## src/rtl/lcd_settings.svh

```systemverilog
`ifndef LCD_SETTINGS_SVH
`define LCD_SETTINGS_SVH

// panel data bus
`define LCD_BUS_W 8

// pixel window coordinates
`define LCD_COORD_W 16

// request opcode
`define LCD_OP_W 2

// wait lengths in clock cycles, sized for simulation
// after software reset
`define LCD_RESET_WAIT 40
// after sleep out
`define LCD_SLEEP_WAIT 60
// after display off or sleep in
`define LCD_OFF_WAIT 30

// wait counter, must hold the longest wait
`define LCD_WAIT_W 8

`endif
```

## src/rtl/lcdPixelPkg.sv

```systemverilog
`include "lcd_settings.svh"

package lcdPixelPkg;

  // fixed colors a pixel request can pick
  typedef enum logic [2:0] {
    colorRed,
    colorGreen,
    colorBlue,
    colorBlack,
    colorWhite
  } color_e;

  // rgb565 field layout, red in the top bits
  typedef struct packed {
    logic [4:0] red;
    logic [5:0] green;
    logic [4:0] blue;
  } rgb565_s;

  // the same word as it goes out on the bus, high byte first
  typedef struct packed {
    logic [`LCD_BUS_W-1:0] hi;
    logic [`LCD_BUS_W-1:0] lo;
  } pixelBytes_s;

  typedef union packed {
    rgb565_s     rgb;
    pixelBytes_s bytes;
  } pixel_u;

endpackage

```

## src/rtl/lcdCmdPkg.sv

```systemverilog
`include "lcd_settings.svh"

package lcdCmdPkg;

  // host request opcodes
  typedef enum logic [`LCD_OP_W-1:0] {
    opInit,
    opDisplayOff,
    opDisplayOn,
    opDrawPixel
  } opcode_e;

  // kinds of entries in the sequence table
  typedef enum logic [1:0] {
    stepCmd,
    stepData,
    stepWait,
    stepEnd
  } stepKind_e;

  // panel command codes
  parameter logic [`LCD_BUS_W-1:0] cmdSwReset     = 8'h01;
  parameter logic [`LCD_BUS_W-1:0] cmdSleepIn     = 8'h10;
  parameter logic [`LCD_BUS_W-1:0] cmdSleepOut    = 8'h11;
  parameter logic [`LCD_BUS_W-1:0] cmdDisplayOff  = 8'h28;
  parameter logic [`LCD_BUS_W-1:0] cmdDisplayOn   = 8'h29;
  parameter logic [`LCD_BUS_W-1:0] cmdColumnAddr  = 8'h2A;
  parameter logic [`LCD_BUS_W-1:0] cmdRowAddr     = 8'h2B;
  parameter logic [`LCD_BUS_W-1:0] cmdMemWrite    = 8'h2C;
  parameter logic [`LCD_BUS_W-1:0] cmdMemAccess   = 8'h36;
  parameter logic [`LCD_BUS_W-1:0] cmdPixelFormat = 8'h3A;

  // 16 bits per pixel
  parameter logic [`LCD_BUS_W-1:0] paramPixelFormat = 8'h55;
  // row/column exchange and mirror, BGR order
  parameter logic [`LCD_BUS_W-1:0] paramMemAccess   = 8'hB8;

endpackage

```

## src/rtl/lcdController.sv

```systemverilog
`timescale 1ns/10ps
`include "lcd_settings.svh"

module lcdController (
  input  logic                     clk,
  input  logic                     rst,
  input  logic                     start,
  input  lcdCmdPkg::opcode_e       op,
  input  lcdPixelPkg::color_e      color,
  input  logic [`LCD_COORD_W-1:0]  x,
  input  logic [`LCD_COORD_W-1:0]  y,
  output logic                     ack,
  output logic                     csx,
  output logic                     dcx,
  output logic                     wrx,
  output logic [`LCD_BUS_W-1:0]    data
);

  lcdCmdPkg::opcode_e         reqOp;
  lcdPixelPkg::color_e        reqColor;
  logic [`LCD_COORD_W-1:0]    reqX;
  logic [`LCD_COORD_W-1:0]    reqY;
  logic                       launch;
  logic                       seqDone;
  logic                       frameOpen;
  logic                       byteValid;
  logic                       byteIsData;
  logic [`LCD_BUS_W-1:0]      byteValue;
  logic                       byteDone;

  lcdRequestRegs u_requestRegs (
    .clk      (clk),
    .rst      (rst),
    .start    (start),
    .op       (op),
    .color    (color),
    .x        (x),
    .y        (y),
    .seqDone  (seqDone),
    .reqOp    (reqOp),
    .reqColor (reqColor),
    .reqX     (reqX),
    .reqY     (reqY),
    .launch   (launch),
    .ack      (ack)
  );

  lcdSequencer u_sequencer (
    .clk        (clk),
    .rst        (rst),
    .launch     (launch),
    .reqOp      (reqOp),
    .reqColor   (reqColor),
    .reqX       (reqX),
    .reqY       (reqY),
    .byteDone   (byteDone),
    .frameOpen  (frameOpen),
    .byteValid  (byteValid),
    .byteIsData (byteIsData),
    .byteValue  (byteValue),
    .seqDone    (seqDone)
  );

  lcdBusWriter u_busWriter (
    .clk        (clk),
    .rst        (rst),
    .frameOpen  (frameOpen),
    .byteValid  (byteValid),
    .byteIsData (byteIsData),
    .byteValue  (byteValue),
    .csx        (csx),
    .dcx        (dcx),
    .wrx        (wrx),
    .data       (data),
    .byteDone   (byteDone)
  );

endmodule

```

## src/rtl/lcdBusWriter.sv

```systemverilog
`timescale 1ns/10ps
`include "lcd_settings.svh"

module lcdBusWriter (
  input  logic                   clk,
  input  logic                   rst,
  input  logic                   frameOpen,
  input  logic                   byteValid,
  input  logic                   byteIsData,
  input  logic [`LCD_BUS_W-1:0]  byteValue,
  output logic                   csx,
  output logic                   dcx,
  output logic                   wrx,
  output logic [`LCD_BUS_W-1:0]  data,
  output logic                   byteDone
);

  // wrx is also the write phase: low phase then high phase
  always_ff @(posedge clk or posedge rst) begin
    if (rst) begin
      csx      <= 1'b1;
      dcx      <= 1'b1;
      wrx      <= 1'b1;
      data     <= '0;
      byteDone <= 1'b0;
    end else begin
      csx      <= !frameOpen;
      byteDone <= 1'b0;
      if (byteValid) begin
        // command bytes go out with dcx low
        wrx  <= 1'b0;
        dcx  <= byteIsData;
        data <= byteValue;
      end else if (!wrx) begin
        // panel latches dcx and data on this rising edge
        wrx      <= 1'b1;
        byteDone <= 1'b1;
      end else if (!frameOpen) begin
        dcx  <= 1'b1;
        data <= '0;
      end
    end
  end

  // strobe must sit inside a chip select frame
  wrxInsideFrame: assert property (@(posedge clk) disable iff (rst)
    !wrx |-> !csx)
    else $error("wrx low while csx high");

endmodule

```

## src/rtl/lcdSequencer.sv

```systemverilog
`timescale 1ns/10ps
`include "lcd_settings.svh"

module lcdSequencer (
  input  logic                     clk,
  input  logic                     rst,
  input  logic                     launch,
  input  lcdCmdPkg::opcode_e       reqOp,
  input  lcdPixelPkg::color_e      reqColor,
  input  logic [`LCD_COORD_W-1:0]  reqX,
  input  logic [`LCD_COORD_W-1:0]  reqY,
  input  logic                     byteDone,
  output logic                     frameOpen,
  output logic                     byteValid,
  output logic                     byteIsData,
  output logic [`LCD_BUS_W-1:0]    byteValue,
  output logic                     seqDone
);

  localparam logic [`LCD_BUS_W+1:0] endEntry = {lcdCmdPkg::stepEnd, `LCD_BUS_W'(0)};

  logic                       active;
  logic                       pending;
  logic                       byteInFlight;
  logic [3:0]                 stepIdx;
  logic [`LCD_WAIT_W-1:0]     waitCnt;
  logic [`LCD_WAIT_W-1:0]     waitLen;
  logic [`LCD_BUS_W+1:0]      entry;
  lcdCmdPkg::stepKind_e       stepKind;
  logic [`LCD_BUS_W-1:0]      stepByte;
  logic [`LCD_BUS_W-1:0]      xHi;
  logic [`LCD_BUS_W-1:0]      xLo;
  logic [`LCD_BUS_W-1:0]      yHi;
  logic [`LCD_BUS_W-1:0]      yLo;
  lcdPixelPkg::pixel_u        pixel;

  assign xHi = reqX[`LCD_COORD_W-1 -: `LCD_BUS_W];
  assign xLo = reqX[`LCD_BUS_W-1:0];
  assign yHi = reqY[`LCD_COORD_W-1 -: `LCD_BUS_W];
  assign yLo = reqY[`LCD_BUS_W-1:0];

  // color is set up field by field, sent byte by byte
  always_comb begin
    pixel = '0;
    case (reqColor)
      lcdPixelPkg::colorRed:   pixel.rgb.red = '1;
      lcdPixelPkg::colorGreen: pixel.rgb.green = '1;
      lcdPixelPkg::colorBlue:  pixel.rgb.blue = '1;
      lcdPixelPkg::colorWhite: begin
        pixel.rgb.red   = '1;
        pixel.rgb.green = '1;
        pixel.rgb.blue  = '1;
      end
      default: pixel = '0;
    endcase
  end

  // step table, wait entries carry their length in the byte field
  always_comb begin
    entry = endEntry;
    case (reqOp)
      lcdCmdPkg::opInit: begin
        case (stepIdx)
          4'd0: entry = {lcdCmdPkg::stepCmd, lcdCmdPkg::cmdSwReset};
          4'd1: entry = {lcdCmdPkg::stepWait, `LCD_BUS_W'(`LCD_RESET_WAIT)};
          4'd2: entry = {lcdCmdPkg::stepCmd, lcdCmdPkg::cmdSleepOut};
          4'd3: entry = {lcdCmdPkg::stepWait, `LCD_BUS_W'(`LCD_SLEEP_WAIT)};
          4'd4: entry = {lcdCmdPkg::stepCmd, lcdCmdPkg::cmdPixelFormat};
          4'd5: entry = {lcdCmdPkg::stepData, lcdCmdPkg::paramPixelFormat};
          4'd6: entry = {lcdCmdPkg::stepCmd, lcdCmdPkg::cmdMemAccess};
          4'd7: entry = {lcdCmdPkg::stepData, lcdCmdPkg::paramMemAccess};
          4'd8: entry = {lcdCmdPkg::stepCmd, lcdCmdPkg::cmdDisplayOn};
          default: entry = endEntry;
        endcase
      end
      lcdCmdPkg::opDisplayOff: begin
        case (stepIdx)
          4'd0: entry = {lcdCmdPkg::stepCmd, lcdCmdPkg::cmdDisplayOff};
          4'd1: entry = {lcdCmdPkg::stepWait, `LCD_BUS_W'(`LCD_OFF_WAIT)};
          4'd2: entry = {lcdCmdPkg::stepCmd, lcdCmdPkg::cmdSleepIn};
          4'd3: entry = {lcdCmdPkg::stepWait, `LCD_BUS_W'(`LCD_OFF_WAIT)};
          default: entry = endEntry;
        endcase
      end
      lcdCmdPkg::opDisplayOn: begin
        case (stepIdx)
          4'd0: entry = {lcdCmdPkg::stepCmd, lcdCmdPkg::cmdSleepOut};
          4'd1: entry = {lcdCmdPkg::stepWait, `LCD_BUS_W'(`LCD_SLEEP_WAIT)};
          4'd2: entry = {lcdCmdPkg::stepCmd, lcdCmdPkg::cmdDisplayOn};
          default: entry = endEntry;
        endcase
      end
      default: begin
        // one pixel window, start and end equal
        case (stepIdx)
          4'd0:  entry = {lcdCmdPkg::stepCmd, lcdCmdPkg::cmdColumnAddr};
          4'd1:  entry = {lcdCmdPkg::stepData, xHi};
          4'd2:  entry = {lcdCmdPkg::stepData, xLo};
          4'd3:  entry = {lcdCmdPkg::stepData, xHi};
          4'd4:  entry = {lcdCmdPkg::stepData, xLo};
          4'd5:  entry = {lcdCmdPkg::stepCmd, lcdCmdPkg::cmdRowAddr};
          4'd6:  entry = {lcdCmdPkg::stepData, yHi};
          4'd7:  entry = {lcdCmdPkg::stepData, yLo};
          4'd8:  entry = {lcdCmdPkg::stepData, yHi};
          4'd9:  entry = {lcdCmdPkg::stepData, yLo};
          4'd10: entry = {lcdCmdPkg::stepCmd, lcdCmdPkg::cmdMemWrite};
          4'd11: entry = {lcdCmdPkg::stepData, pixel.bytes.hi};
          4'd12: entry = {lcdCmdPkg::stepData, pixel.bytes.lo};
          default: entry = endEntry;
        endcase
      end
    endcase
  end

  assign stepKind = lcdCmdPkg::stepKind_e'(entry[`LCD_BUS_W +: 2]);
  assign stepByte = entry[`LCD_BUS_W-1:0];
  assign waitLen  = `LCD_WAIT_W'(stepByte);

  // drops on the end step so csx is back up before ack
  assign frameOpen = launch || (active && stepKind != lcdCmdPkg::stepEnd);

  always_ff @(posedge clk or posedge rst) begin
    if (rst) begin
      active    <= 1'b0;
      pending   <= 1'b0;
      stepIdx   <= '0;
      waitCnt   <= '0;
      byteValid <= 1'b0;
      seqDone   <= 1'b0;
    end else begin
      byteValid <= 1'b0;
      seqDone   <= 1'b0;
      if (launch) begin
        active  <= 1'b1;
        pending <= 1'b0;
        stepIdx <= '0;
        waitCnt <= '0;
      end else if (active) begin
        case (stepKind)
          lcdCmdPkg::stepCmd, lcdCmdPkg::stepData: begin
            if (!pending) begin
              byteValid <= 1'b1;
              pending   <= 1'b1;
            end else if (byteDone) begin
              pending <= 1'b0;
              stepIdx <= stepIdx + 4'd1;
            end
          end
          lcdCmdPkg::stepWait: begin
            if (waitCnt == waitLen - `LCD_WAIT_W'(1)) begin
              waitCnt <= '0;
              stepIdx <= stepIdx + 4'd1;
            end else begin
              waitCnt <= waitCnt + `LCD_WAIT_W'(1);
            end
          end
          default: begin
            active  <= 1'b0;
            stepIdx <= '0;
            seqDone <= 1'b1;
          end
        endcase
      end
    end
  end

  always_ff @(posedge clk) begin
    if (active && !pending) begin
      byteIsData <= (stepKind == lcdCmdPkg::stepData);
      byteValue  <= stepByte;
    end
  end

  // a byte handed to the writer stays open until the writer reports it done
  always_ff @(posedge clk or posedge rst) begin
    if (rst) begin
      byteInFlight <= 1'b0;
    end else if (byteValid) begin
      byteInFlight <= 1'b1;
    end else if (byteDone) begin
      byteInFlight <= 1'b0;
    end
  end

  // one byte in flight at a time, the writer never sees an overlap
  oneByteOutstanding: assert property (@(posedge clk) disable iff (rst)
    byteValid |-> !byteInFlight)
    else $error("byteValid issued before byteDone");

endmodule

```

## src/rtl/lcdRequestRegs.sv

```systemverilog
`timescale 1ns/10ps
`include "lcd_settings.svh"

module lcdRequestRegs (
  input  logic                     clk,
  input  logic                     rst,
  input  logic                     start,
  input  lcdCmdPkg::opcode_e       op,
  input  lcdPixelPkg::color_e      color,
  input  logic [`LCD_COORD_W-1:0]  x,
  input  logic [`LCD_COORD_W-1:0]  y,
  input  logic                     seqDone,
  output lcdCmdPkg::opcode_e       reqOp,
  output lcdPixelPkg::color_e      reqColor,
  output logic [`LCD_COORD_W-1:0]  reqX,
  output logic [`LCD_COORD_W-1:0]  reqY,
  output logic                     launch,
  output logic                     ack
);

  logic busy;
  logic accept;

  // starts during a running operation are dropped
  assign accept = start && !busy;

  always_ff @(posedge clk or posedge rst) begin
    if (rst) begin
      busy   <= 1'b0;
      launch <= 1'b0;
      ack    <= 1'b0;
    end else begin
      launch <= accept;
      ack    <= seqDone;
      if (accept) begin
        busy <= 1'b1;
      end else if (seqDone) begin
        busy <= 1'b0;
      end
    end
  end

  always_ff @(posedge clk) begin
    if (accept) begin
      reqOp    <= op;
      reqColor <= color;
      reqX     <= x;
      reqY     <= y;
    end
  end

  // a new launch cannot overlap the ack of the previous request
  launchAckExclusive: assert property (@(posedge clk) disable iff (rst)
    !(launch && ack))
    else $error("launch and ack high together");

  // the sequencer only finishes work that was handed to it
  doneOnlyWhenBusy: assert property (@(posedge clk) disable iff (rst)
    seqDone |-> busy)
    else $error("seqDone without a request in flight");

endmodule

```

## config.mk

```make
export PLATFORM = sky130hd
export DESIGN_NAME = lcdController
export DESIGN_NICKNAME = d
export VERILOG_FILES = /design/src/rtl/lcdPixelPkg.sv /design/src/rtl/lcdCmdPkg.sv /design/src/rtl/lcdController.sv /design/src/rtl/lcdBusWriter.sv /design/src/rtl/lcdSequencer.sv /design/src/rtl/lcdRequestRegs.sv
export VERILOG_INCLUDE_DIRS = /design/src /design/src/rtl
export SDC_FILE = /design/constraint.sdc
export NUM_CORES = 1
export LEC_CHECK = 0
export BUFFER_PORTS_ARGS = -buffer_cell sky130_fd_sc_hd__clkbuf_2
export CORE_MARGIN = 2
export CORE_UTILIZATION = 44
export CTS_CLUSTER_SIZE = 40
export DETAILED_ROUTE_END_ITERATION = 6
export SLEW_MARGIN = 20
export SYNTH_ARGS = -nofsm -noshare
export SYNTH_HDL_FRONTEND = slang
export SYNTH_SLANG_ARGS = --single-unit
```

## constraint.sdc

```tcl
create_clock -name clk -period 5.1 [get_ports clk]
set_clock_uncertainty 0.05 [all_clocks]
set_input_delay 1.02 -clock clk [delete_from_list [all_inputs] [get_ports clk]]
set_output_delay 1.02 -clock clk [all_outputs]
set_load 0.05 [all_outputs]
```

==> results of run 1 <==
## report_power, final
part	switching [mW]	leakage, nW	internal (mW)	total, mW
logic	0.553	1.03	0.343	0.896
registers	0.0682	0.826	0.756	0.824
clock network	0.214	0.0936	0.216	0.430
## cells in the mapped netlist (7+ instances only)
master / count / area share [%]
a22oi_1: 7 / 1.3
edfxtp_1: 46 / 34
dfrtp_1: 28 / 17
nor2_1: 26 / 2.4
nand2_1: 26 / 2.4
o22ai_1: 7 / 1.1
a21oi_1: 24 / 2.9
a22o_1: 11 / 2.3
buf_2: 7 / 0.85
inv_1: 19 / 1.7
ha_1: 9 / 2.7
nor2b_1: 7 / 1.1
o21ai_0: 10 / 1.2
nand3_1: 16 / 1.9
## sequential cells by signal, indices dropped and copies added, names as in the netlist, 2 cells and up
register                cells
u_requestRegs.reqX         16
u_sequencer.byteValue       8
u_busWriter.data            8
u_sequencer.stepIdx         4
u_requestRegs.reqOp         2
u_requestRegs.reqY         16
u_sequencer.waitCnt         8
u_requestRegs.reqColor      3
## routing by layer
metal / share of wire (%) / track usage, %
met1: 45 / 25.82
met2: 46 / 31.38
met3: 5.6 / 4.577
met4: 3.2 / 8.325
met5: 0 / 0
## worst max path at each step
stage | startpoint | end | cells after the start
after floorplan | u_sequencer.stepIdx[1] | u_sequencer.stepIdx[0] | 17
after global placement | u_sequencer.stepIdx[0] | u_sequencer.stepIdx[0] | 15
after detailed placement | u_sequencer.stepIdx[0] | u_sequencer.stepIdx[0] | 15
after CTS | u_sequencer.stepIdx[0] | u_sequencer.stepIdx[0] | 15
after global routing | u_sequencer.stepIdx[0] | u_sequencer.stepIdx[0] | 15
final | u_sequencer.stepIdx[0] | u_sequencer.stepIdx[0] | 15
## cell usage in the layout (no fill, tap or decap), drive strengths merged, types with 4 or more instances in the layout
cell type / count
o22ai: 8
ha: 9
xnor2: 6
or3: 5
o21a: 4
a22o: 11
nand2b: 6
a31oi: 4
edfxtp: 46
nor2b: 7
nor3: 6
dfrtp: 28
nor3b: 4
or2: 6
a22oi: 7
mux2: 4
buf: 8
clkbuf: 64
nand3: 16
a21o: 6
o21ai: 11
nand2: 26
a21oi: 27
a211oi: 6
inv: 20
nor2: 26
xor2: 4
and3: 6
## metrics by stage
stage / setup WS, ps / cell area (sq um) / cells / power [mW]
after floorplan: 1150 / 4118 / 378 / 1.494
after global placement: 929.1 / 4487 / 530 / 1.707
after detailed placement: 729.2 / 4487 / 530 / 1.718
after CTS: 709.7 / 4673 / 546 / 2.152
after global routing: 375.1 / 4673 / 546 / 2.302
final: 690.5 / 4673 / 546 / 2.149
## cell type report
class	count	area (sq um)	share of cell area [%]
Multi-Input combinational cell	264	1800	38.53
Sequential cell	77	2161	46.24
Timing Repair Buffer	59	315.3	6.747
Inverter	19	71.32	1.526
Clock inverter	3	17.52	0.3748
Clock buffer	13	168.9	3.614
Tap cell	111	138.9	2.972
## logic make-up (layout without fill, tap and decap cells)
logic type	Yosys count	in the layout
AO/OA/AOI/OAI	114	114
XOR/XNOR	11	11
adder cells (fa/ha/maj)	9	9
buffers and inverters	37	94
flip-flops	77	77
multiplexers	7	7
AND/OR/NAND/NOR	123	123
## critical path, stage by stage (launching register included)
cell,delay [ps]
dfrtp_1,500
inv_1,170
ha_1,420
mux2i_1,350
nor2_1,170
a32oi_1,190
o211ai_1,180
o22ai_1,360
ha_1,250
nand3_1,90
or4_1,500
xnor3_1,210
and3b_1,180
a31oi_1,140
or4b_1,490
o21ai_1,80
==> summary.md, run 1 <==
| Metric | Value |
|---|---|
| Slew margin rel. | `31.64%` |
| Hold_sp | `u_sequencer.seqDone` |
| Net count after synthesis | `427` |
| Tcrit/Tclk final | `86.46%` |
| Number of port buffers | `51` |
| Post-synthesis xor/xnor area fraction | `2.674%` |
| Post-Synth Simple-Gate Area | `16.10%` |
| Max Freq | `226.8 MHz` |
| Number of cells upsized or downsized after cts | `0` |
| Complex-gate fraction of the synthesized area | `20.21%` |
| Reg2reg end | `u_sequencer.stepIdx[0]` |
| Drt pass-1 iters | `5` |
| Worst Hold Path Cells | `0` |
| N_diodes | `0` |
| Sequential share of the synthesized area | `52.48%` |
| Arr. time, crit path | `4640 ps` |
| Initial antenna violation count | `0` |
| Final WL | `9337 um` |
| Leak | `1.944 nW` |
| IO Pins | `52` |
| DR DRC count | `0` |
| Syn_area_per_cell | `10.89 sq um` |
| Post-DP HPWL | `6880 um` |
| Clock sinks | `77` |
| CTS Buf Count | `9` |
| Ys async rst share | `40.26%` |
| Area of the mapped netlist | `4118 sq um` |
| Max-slew violations | `0` |
| Share of cells above drive strength 1 | `21.38%` |
| Post-synth top flop | `edfxtp_1` |
| WS Path Type | `register to register` |
| Worst r2r path cells | `15` |
| Initial Utilization | `44.99%` |
| YS warnings | `0` |
| Fraction of the mapped netlist area in adder cells | `2.735%` |
| Fin Setup TNS | `0 ps` |
| Setup-failing EPs final | `0` |
| Antenna-violating nets left | `0` |
| R2r startpoint | `u_sequencer.stepIdx[0]` |
| P&R area growth vs syn | `13.49%` |
| Clk Latency, worst-skew pair | `350 ps` |
| Cell variety after synth | `71` |
| Vias in the first global route | `3108` |
| Die Y | `100.7 um` |
| Global route total overflow | `0` |
| Core ar. | `9153 sq um` |
| RSZ-0062 raised after global routing | `no` |
| Number of flops mapped to enable cells by yosys | `46` |
| Drt wl/cell | `17.10 um` |
| Crit path time final | `4410 ps` |
| GRT Total Usage | `19.70%` |
| H-tree depth | `3` |
| Mux contribution to synthesized area | `1.823%` |
| Startpoint types | `register` |
| First-pass GRT wire length | `15540 um` |
| Worst hold path type | `register to register` |
| Largest family of logic cells by synthesized area | `compound AO/OA/AOI/OAI gates` |
| CTS tree | `done` |
| CTS hold repair buffers | `0` |
| Max Fanout on Critical Path | `16` |
| Root Driver | `clkbuf_8` |
| Final Hold Fails | `0` |
| Worst Hold End | `u_requestRegs.ack` |
| Final Core Density | `51.06%` |
| FF+latch count, synth | `77` |
| Die Wd | `100.7 um` |
| Placer's final routability congestion estimate | `0.9348` |
| Vias post-DR | `3191` |
| Run status | `finished, final reports clean` |
| Max cap viols | `0` |
| Post-CTS Setup Bufs | `0` |
| Row count | `35` |
| Fin nets | `479` |
| Setup crit end kind | `register` |
| Pin count of the biggest net entering global routing | `39` |
| Full die area | `10150 sq um` |
| Max IR drop VDD | `205.2 uV` |
| CTS max path bufs | `2` |
| DRC marker count from the first detailed-route iteration | `262` |
| Via density | `5.844` |
| Cell count after synthesis | `378` |
| Fill cell count | `825` |
| Reg2reg setup slack | `690 ps` |
| Slew @ Worst Pin | `1023 ps` |
| Final hold slack | `331.5 ps` |
| Power per Cell Area | `459.8 nW/um^2` |
| Data required, critical path | `5330 ps` |
| Clock transition at the registers of the reported paths | `80 ps` |
Power figures use the tool's default switching activity.
==> run 2: changes to the inputs <==
--- a/config.mk
+++ b/config.mk
@@ -13,2 +13,3 @@
 export DETAILED_ROUTE_END_ITERATION = 6
+export SETUP_SLACK_MARGIN = 0.1
 export SLEW_MARGIN = 20
==> constraint.sdc (replaced) <==
create_clock -name clk -period 5.1 [get_ports clk]
set_clock_uncertainty 0.05 [all_clocks]
set_input_delay 0.255 -clock clk [delete_from_list [all_inputs] [get_ports clk]]
set_output_delay 0.255 -clock clk [all_outputs]
set_load 0.05 [all_outputs]
==> run 2 against run 1 <==
  * Cell count up 0.18%
  * Via count up 0.81%
  * Combinational power about the same
  * Critical path depth unchanged
  * Largest power group unchanged
  * Sequential share of layout area down 0.099 points
  * Largest cell class unchanged
  * Highest routed layer unchanged
  * Sequential power about the same
  * Worst setup slack worse by 11 ps
==> summary.md, run 2 (synthesized netlist as in run 1, its figures left out) <==
| Metric | Value |
|---|---|
| Full die area | `10150 sq um (unchanged)` |
| DRC marker count from the first detailed-route iteration | `290 (was 262)` |
| Share of cells above drive strength 1 | `21.33% (was 21.38%)` |
| Multi-input logic area | `1800 sq um (unchanged)` |
| Fill cell count | `824 (was 825)` |
| Reg2reg end | `u_sequencer.stepIdx[0] (unchanged)` |
| Reg2reg setup slack | `680 ps (was 690 ps)` |
| First-pass GRT wire length | `15540 um (unchanged)` |
| Global route total overflow | `0 (unchanged)` |
| Worst r2r path cells | `15 (unchanged)` |
| Most common cell on crit path | `ha_1 (unchanged)` |
| Slowest cell on the critical path | `or4_1 (was dfrtp_1)` |
| Worst Hold Path Cells | `1 (was 0)` |
| Data required, critical path | `5330 ps (about the same)` |
| PnR worst setup slack | `679.2 ps (was 690.5 ps)` |
| Clock sinks | `77 (unchanged)` |
| Worst slack, placed | `729.2 ps (unchanged)` |
| IO Pins | `52 (unchanged)` |
| Final Hold Fails | `0 (unchanged)` |
| # placed instances | `530 (unchanged)` |
| N_diodes | `0 (unchanged)` |
| Setup-failing EPs final | `0 (unchanged)` |
| Clk Latency, worst-skew pair | `350 ps (about the same)` |
| DR DRC count | `0 (unchanged)` |
| RSZ-0062 raised after global routing | `no (unchanged)` |
| Commonest cells after routing, fill and taps aside | `51 x clkbuf_2, 46 x edfxtp_1, 28 x dfrtp_1 (unchanged)` |
| P&R area growth vs syn | `13.73% (was 13.49%)` |
| Number of port buffers | `51 (unchanged)` |
| CTS tree | `done (unchanged)` |
| Post-Layout Inst Area | `4683 sq um (was 4673 sq um)` |
| Vias in the first global route | `3108 (unchanged)` |
| Max cap viols | `0 (unchanged)` |
| Sw Share | `38.87% (about the same)` |
| Worst Hold End | `u_requestRegs.reqY[13] (was u_requestRegs.ack)` |
| Die Wd | `100.7 um (unchanged)` |
| Core ar. | `9153 sq um (unchanged)` |
| Fin Setup TNS | `0 ps (unchanged)` |
| Startpoint types | `register (unchanged)` |
| Max Fanout on Critical Path | `16 (unchanged)` |
| Post-DP HPWL | `6880 um (unchanged)` |
| Non-filler instance count after layout | `547 (was 546)` |
| Run status | `finished, final reports clean (unchanged)` |
| Root Driver | `clkbuf_8 (unchanged)` |
| Max Freq | `226.2 MHz (was 226.8 MHz)` |
| Total power draw | `2.150 mW (was 2.149 mW)` |
| CTS max path bufs | `2 (unchanged)` |
| Clock transition at the registers of the reported paths | `80 ps (about the same)` |
| Placer's final routability congestion estimate | `0.9348 (unchanged)` |
| Initial Utilization | `44.99% (unchanged)` |
| Cells along the critical path | `inv_1 > ha_1 > mux2i_1 > nor2_1 > a32oi_1 > o211ai_1 > o22ai_1 > ha_1 > nand3_1 > or4_1 > xnor3_1 > and3b_1 > a31oi_1 > or4b_1 > o21ai_1 (unchanged)` |
| Leak | `1.949 nW (was 1.944 nW)` |
| Register Area | `2161 sq um (unchanged)` |
| Comb pwr share | `41.7% (about the same)` |
| Max IR drop VDD | `205.1 uV (was 205.2 uV)` |
| Row count | `35 (unchanged)` |
| Power per Cell Area | `459.0 nW/um^2 (was 459.8 nW/um^2)` |
| Vias post-DR | `3217 (was 3191)` |
| Post-CTS Setup Bufs | `0 (unchanged)` |
| Arr. time, crit path | `4650 ps (was 4640 ps)` |
| WS Path Type | `register to register (unchanged)` |
| DP Area | `4487 sq um (unchanged)` |
| Sequential Power Share | `38.3% (about the same)` |
| Pin count of the biggest net entering global routing | `39 (unchanged)` |
| Die Y | `100.7 um (unchanged)` |
| R2r startpoint | `u_sequencer.stepIdx[0] (unchanged)` |
| Max-slew violations | `0 (unchanged)` |
| Drt pass-1 iters | `5 (unchanged)` |
| GRT Total Usage | `19.70% (unchanged)` |
| Via density | `5.881 (was 5.844)` |
| Final WL | `9335 um (was 9337 um)` |
| Drt wl/cell | `17.07 um (was 17.10 um)` |
| CTS Buf Count | `9 (unchanged)` |
| Largest stage delay, worst path | `500 ps (about the same)` |
| Psw | `0.8356 mW (was 0.8352 mW)` |
| Antenna-violating nets left | `0 (unchanged)` |
| Pint | `1.314 mW (about the same)` |
| Fin nets | `480 (was 479)` |
| Hold_sp | `y[13] (was u_sequencer.seqDone)` |
| Leading registers by flop count | `u_requestRegs.reqX: 16 flops, u_requestRegs.reqY: 16 flops (unchanged)` |
| Worst hold path type | `primary input to register (was register to register)` |
| Slew margin rel. | `31.73% (was 31.64%)` |
| Setup crit end kind | `register (unchanged)` |
| Clock Power Share | `20.0% (about the same)` |
| Commonest non-fill, non-tap cell in the layout | `clkbuf_2 (unchanged)` |
| Tcrit/Tclk final | `86.68% (was 86.46%)` |
| Crit path time final | `4421 ps (was 4410 ps)` |
| H-tree depth | `3 (unchanged)` |
| Slew @ Worst Pin | `1022 ps (was 1023 ps)` |
| Initial antenna violation count | `0 (unchanged)` |
## run 2: cell count changes in the layout (fill, tap and decap cells not counted), sizes merged
cell,previous run,this run
dlygate4sd3,0,1
## run 2: worst max path at each step
stage                           start                     end  cells after the start
3_3_place_gp   u_sequencer.stepIdx[0]  u_sequencer.stepIdx[0]                     15
6_report       u_sequencer.stepIdx[0]  u_sequencer.stepIdx[0]                     15
4_1_cts        u_sequencer.stepIdx[0]  u_sequencer.stepIdx[0]                     15
3_5_place_dp   u_sequencer.stepIdx[0]  u_sequencer.stepIdx[0]                     15
5_1_grt        u_sequencer.stepIdx[0]  u_sequencer.stepIdx[0]                     15
2_1_floorplan  u_sequencer.stepIdx[1]  u_sequencer.stepIdx[0]                     17
## run 2: what timing repair did
item | CTS | global route
resized for setup | 0 | 0
hold buffers | 1 | 0
hold endpoints to repair | 28 | 0
## run 2: power groups by stage
stage	Clock (mW)	Sequential [mW]	Combinational, mW
after CTS	0.442	0.825	0.886
after global routing	0.473	0.835	0.995
final	0.429	0.824	0.897
after detailed placement	0	0.838	0.880
after floorplan	0	0.866	0.629
after global placement	0	0.835	0.873
## run 2: area by class of cell
| cell class | instances | area share (%) |
|---|---|---|
| flip-flops and latches | 77 | 46.14 |
| multi-input cells | 264 | 38.45 |
| repair buffers | 60 | 6.946 |
| clock buffers | 13 | 3.607 |
| well taps | 111 | 2.966 |
| inverters | 19 | 1.523 |
| clock inverters | 3 | 0.3740 |
## run 2: metal layers
metal	global-route usage (%)	vias to the layer above	share of wire [%]
met1	25.82	1494	44
li1	-	1538	-
met3	4.577	29	6.4
met2	31.38	156	47
met5	0	-	0
met4	8.325	0	2.8
## run 2: per-stage QoR
stage	hold WS, ps	util, %
floorplan	303.9	-
global placement	287.3	49.02
detailed placement	297.6	49.02
CTS	11.45	51.17
global route	1.527	51.17
finish	20.31	51.17
## run 2: critical path, delay by kind of cell (launching register included)
| family | cells | cell delay (ps) |
|---|---|---|
| AO/OA/AOI/OAI | 5 | 950 |
| AND/OR/NAND/NOR | 5 | 1430 |
| multiplexers | 1 | 360 |
| flip-flops | 1 | 490 |
| adder cells (fa/ha/maj) | 2 | 670 |
| buffers and inverters | 1 | 170 |
| XOR/XNOR | 1 | 210 |
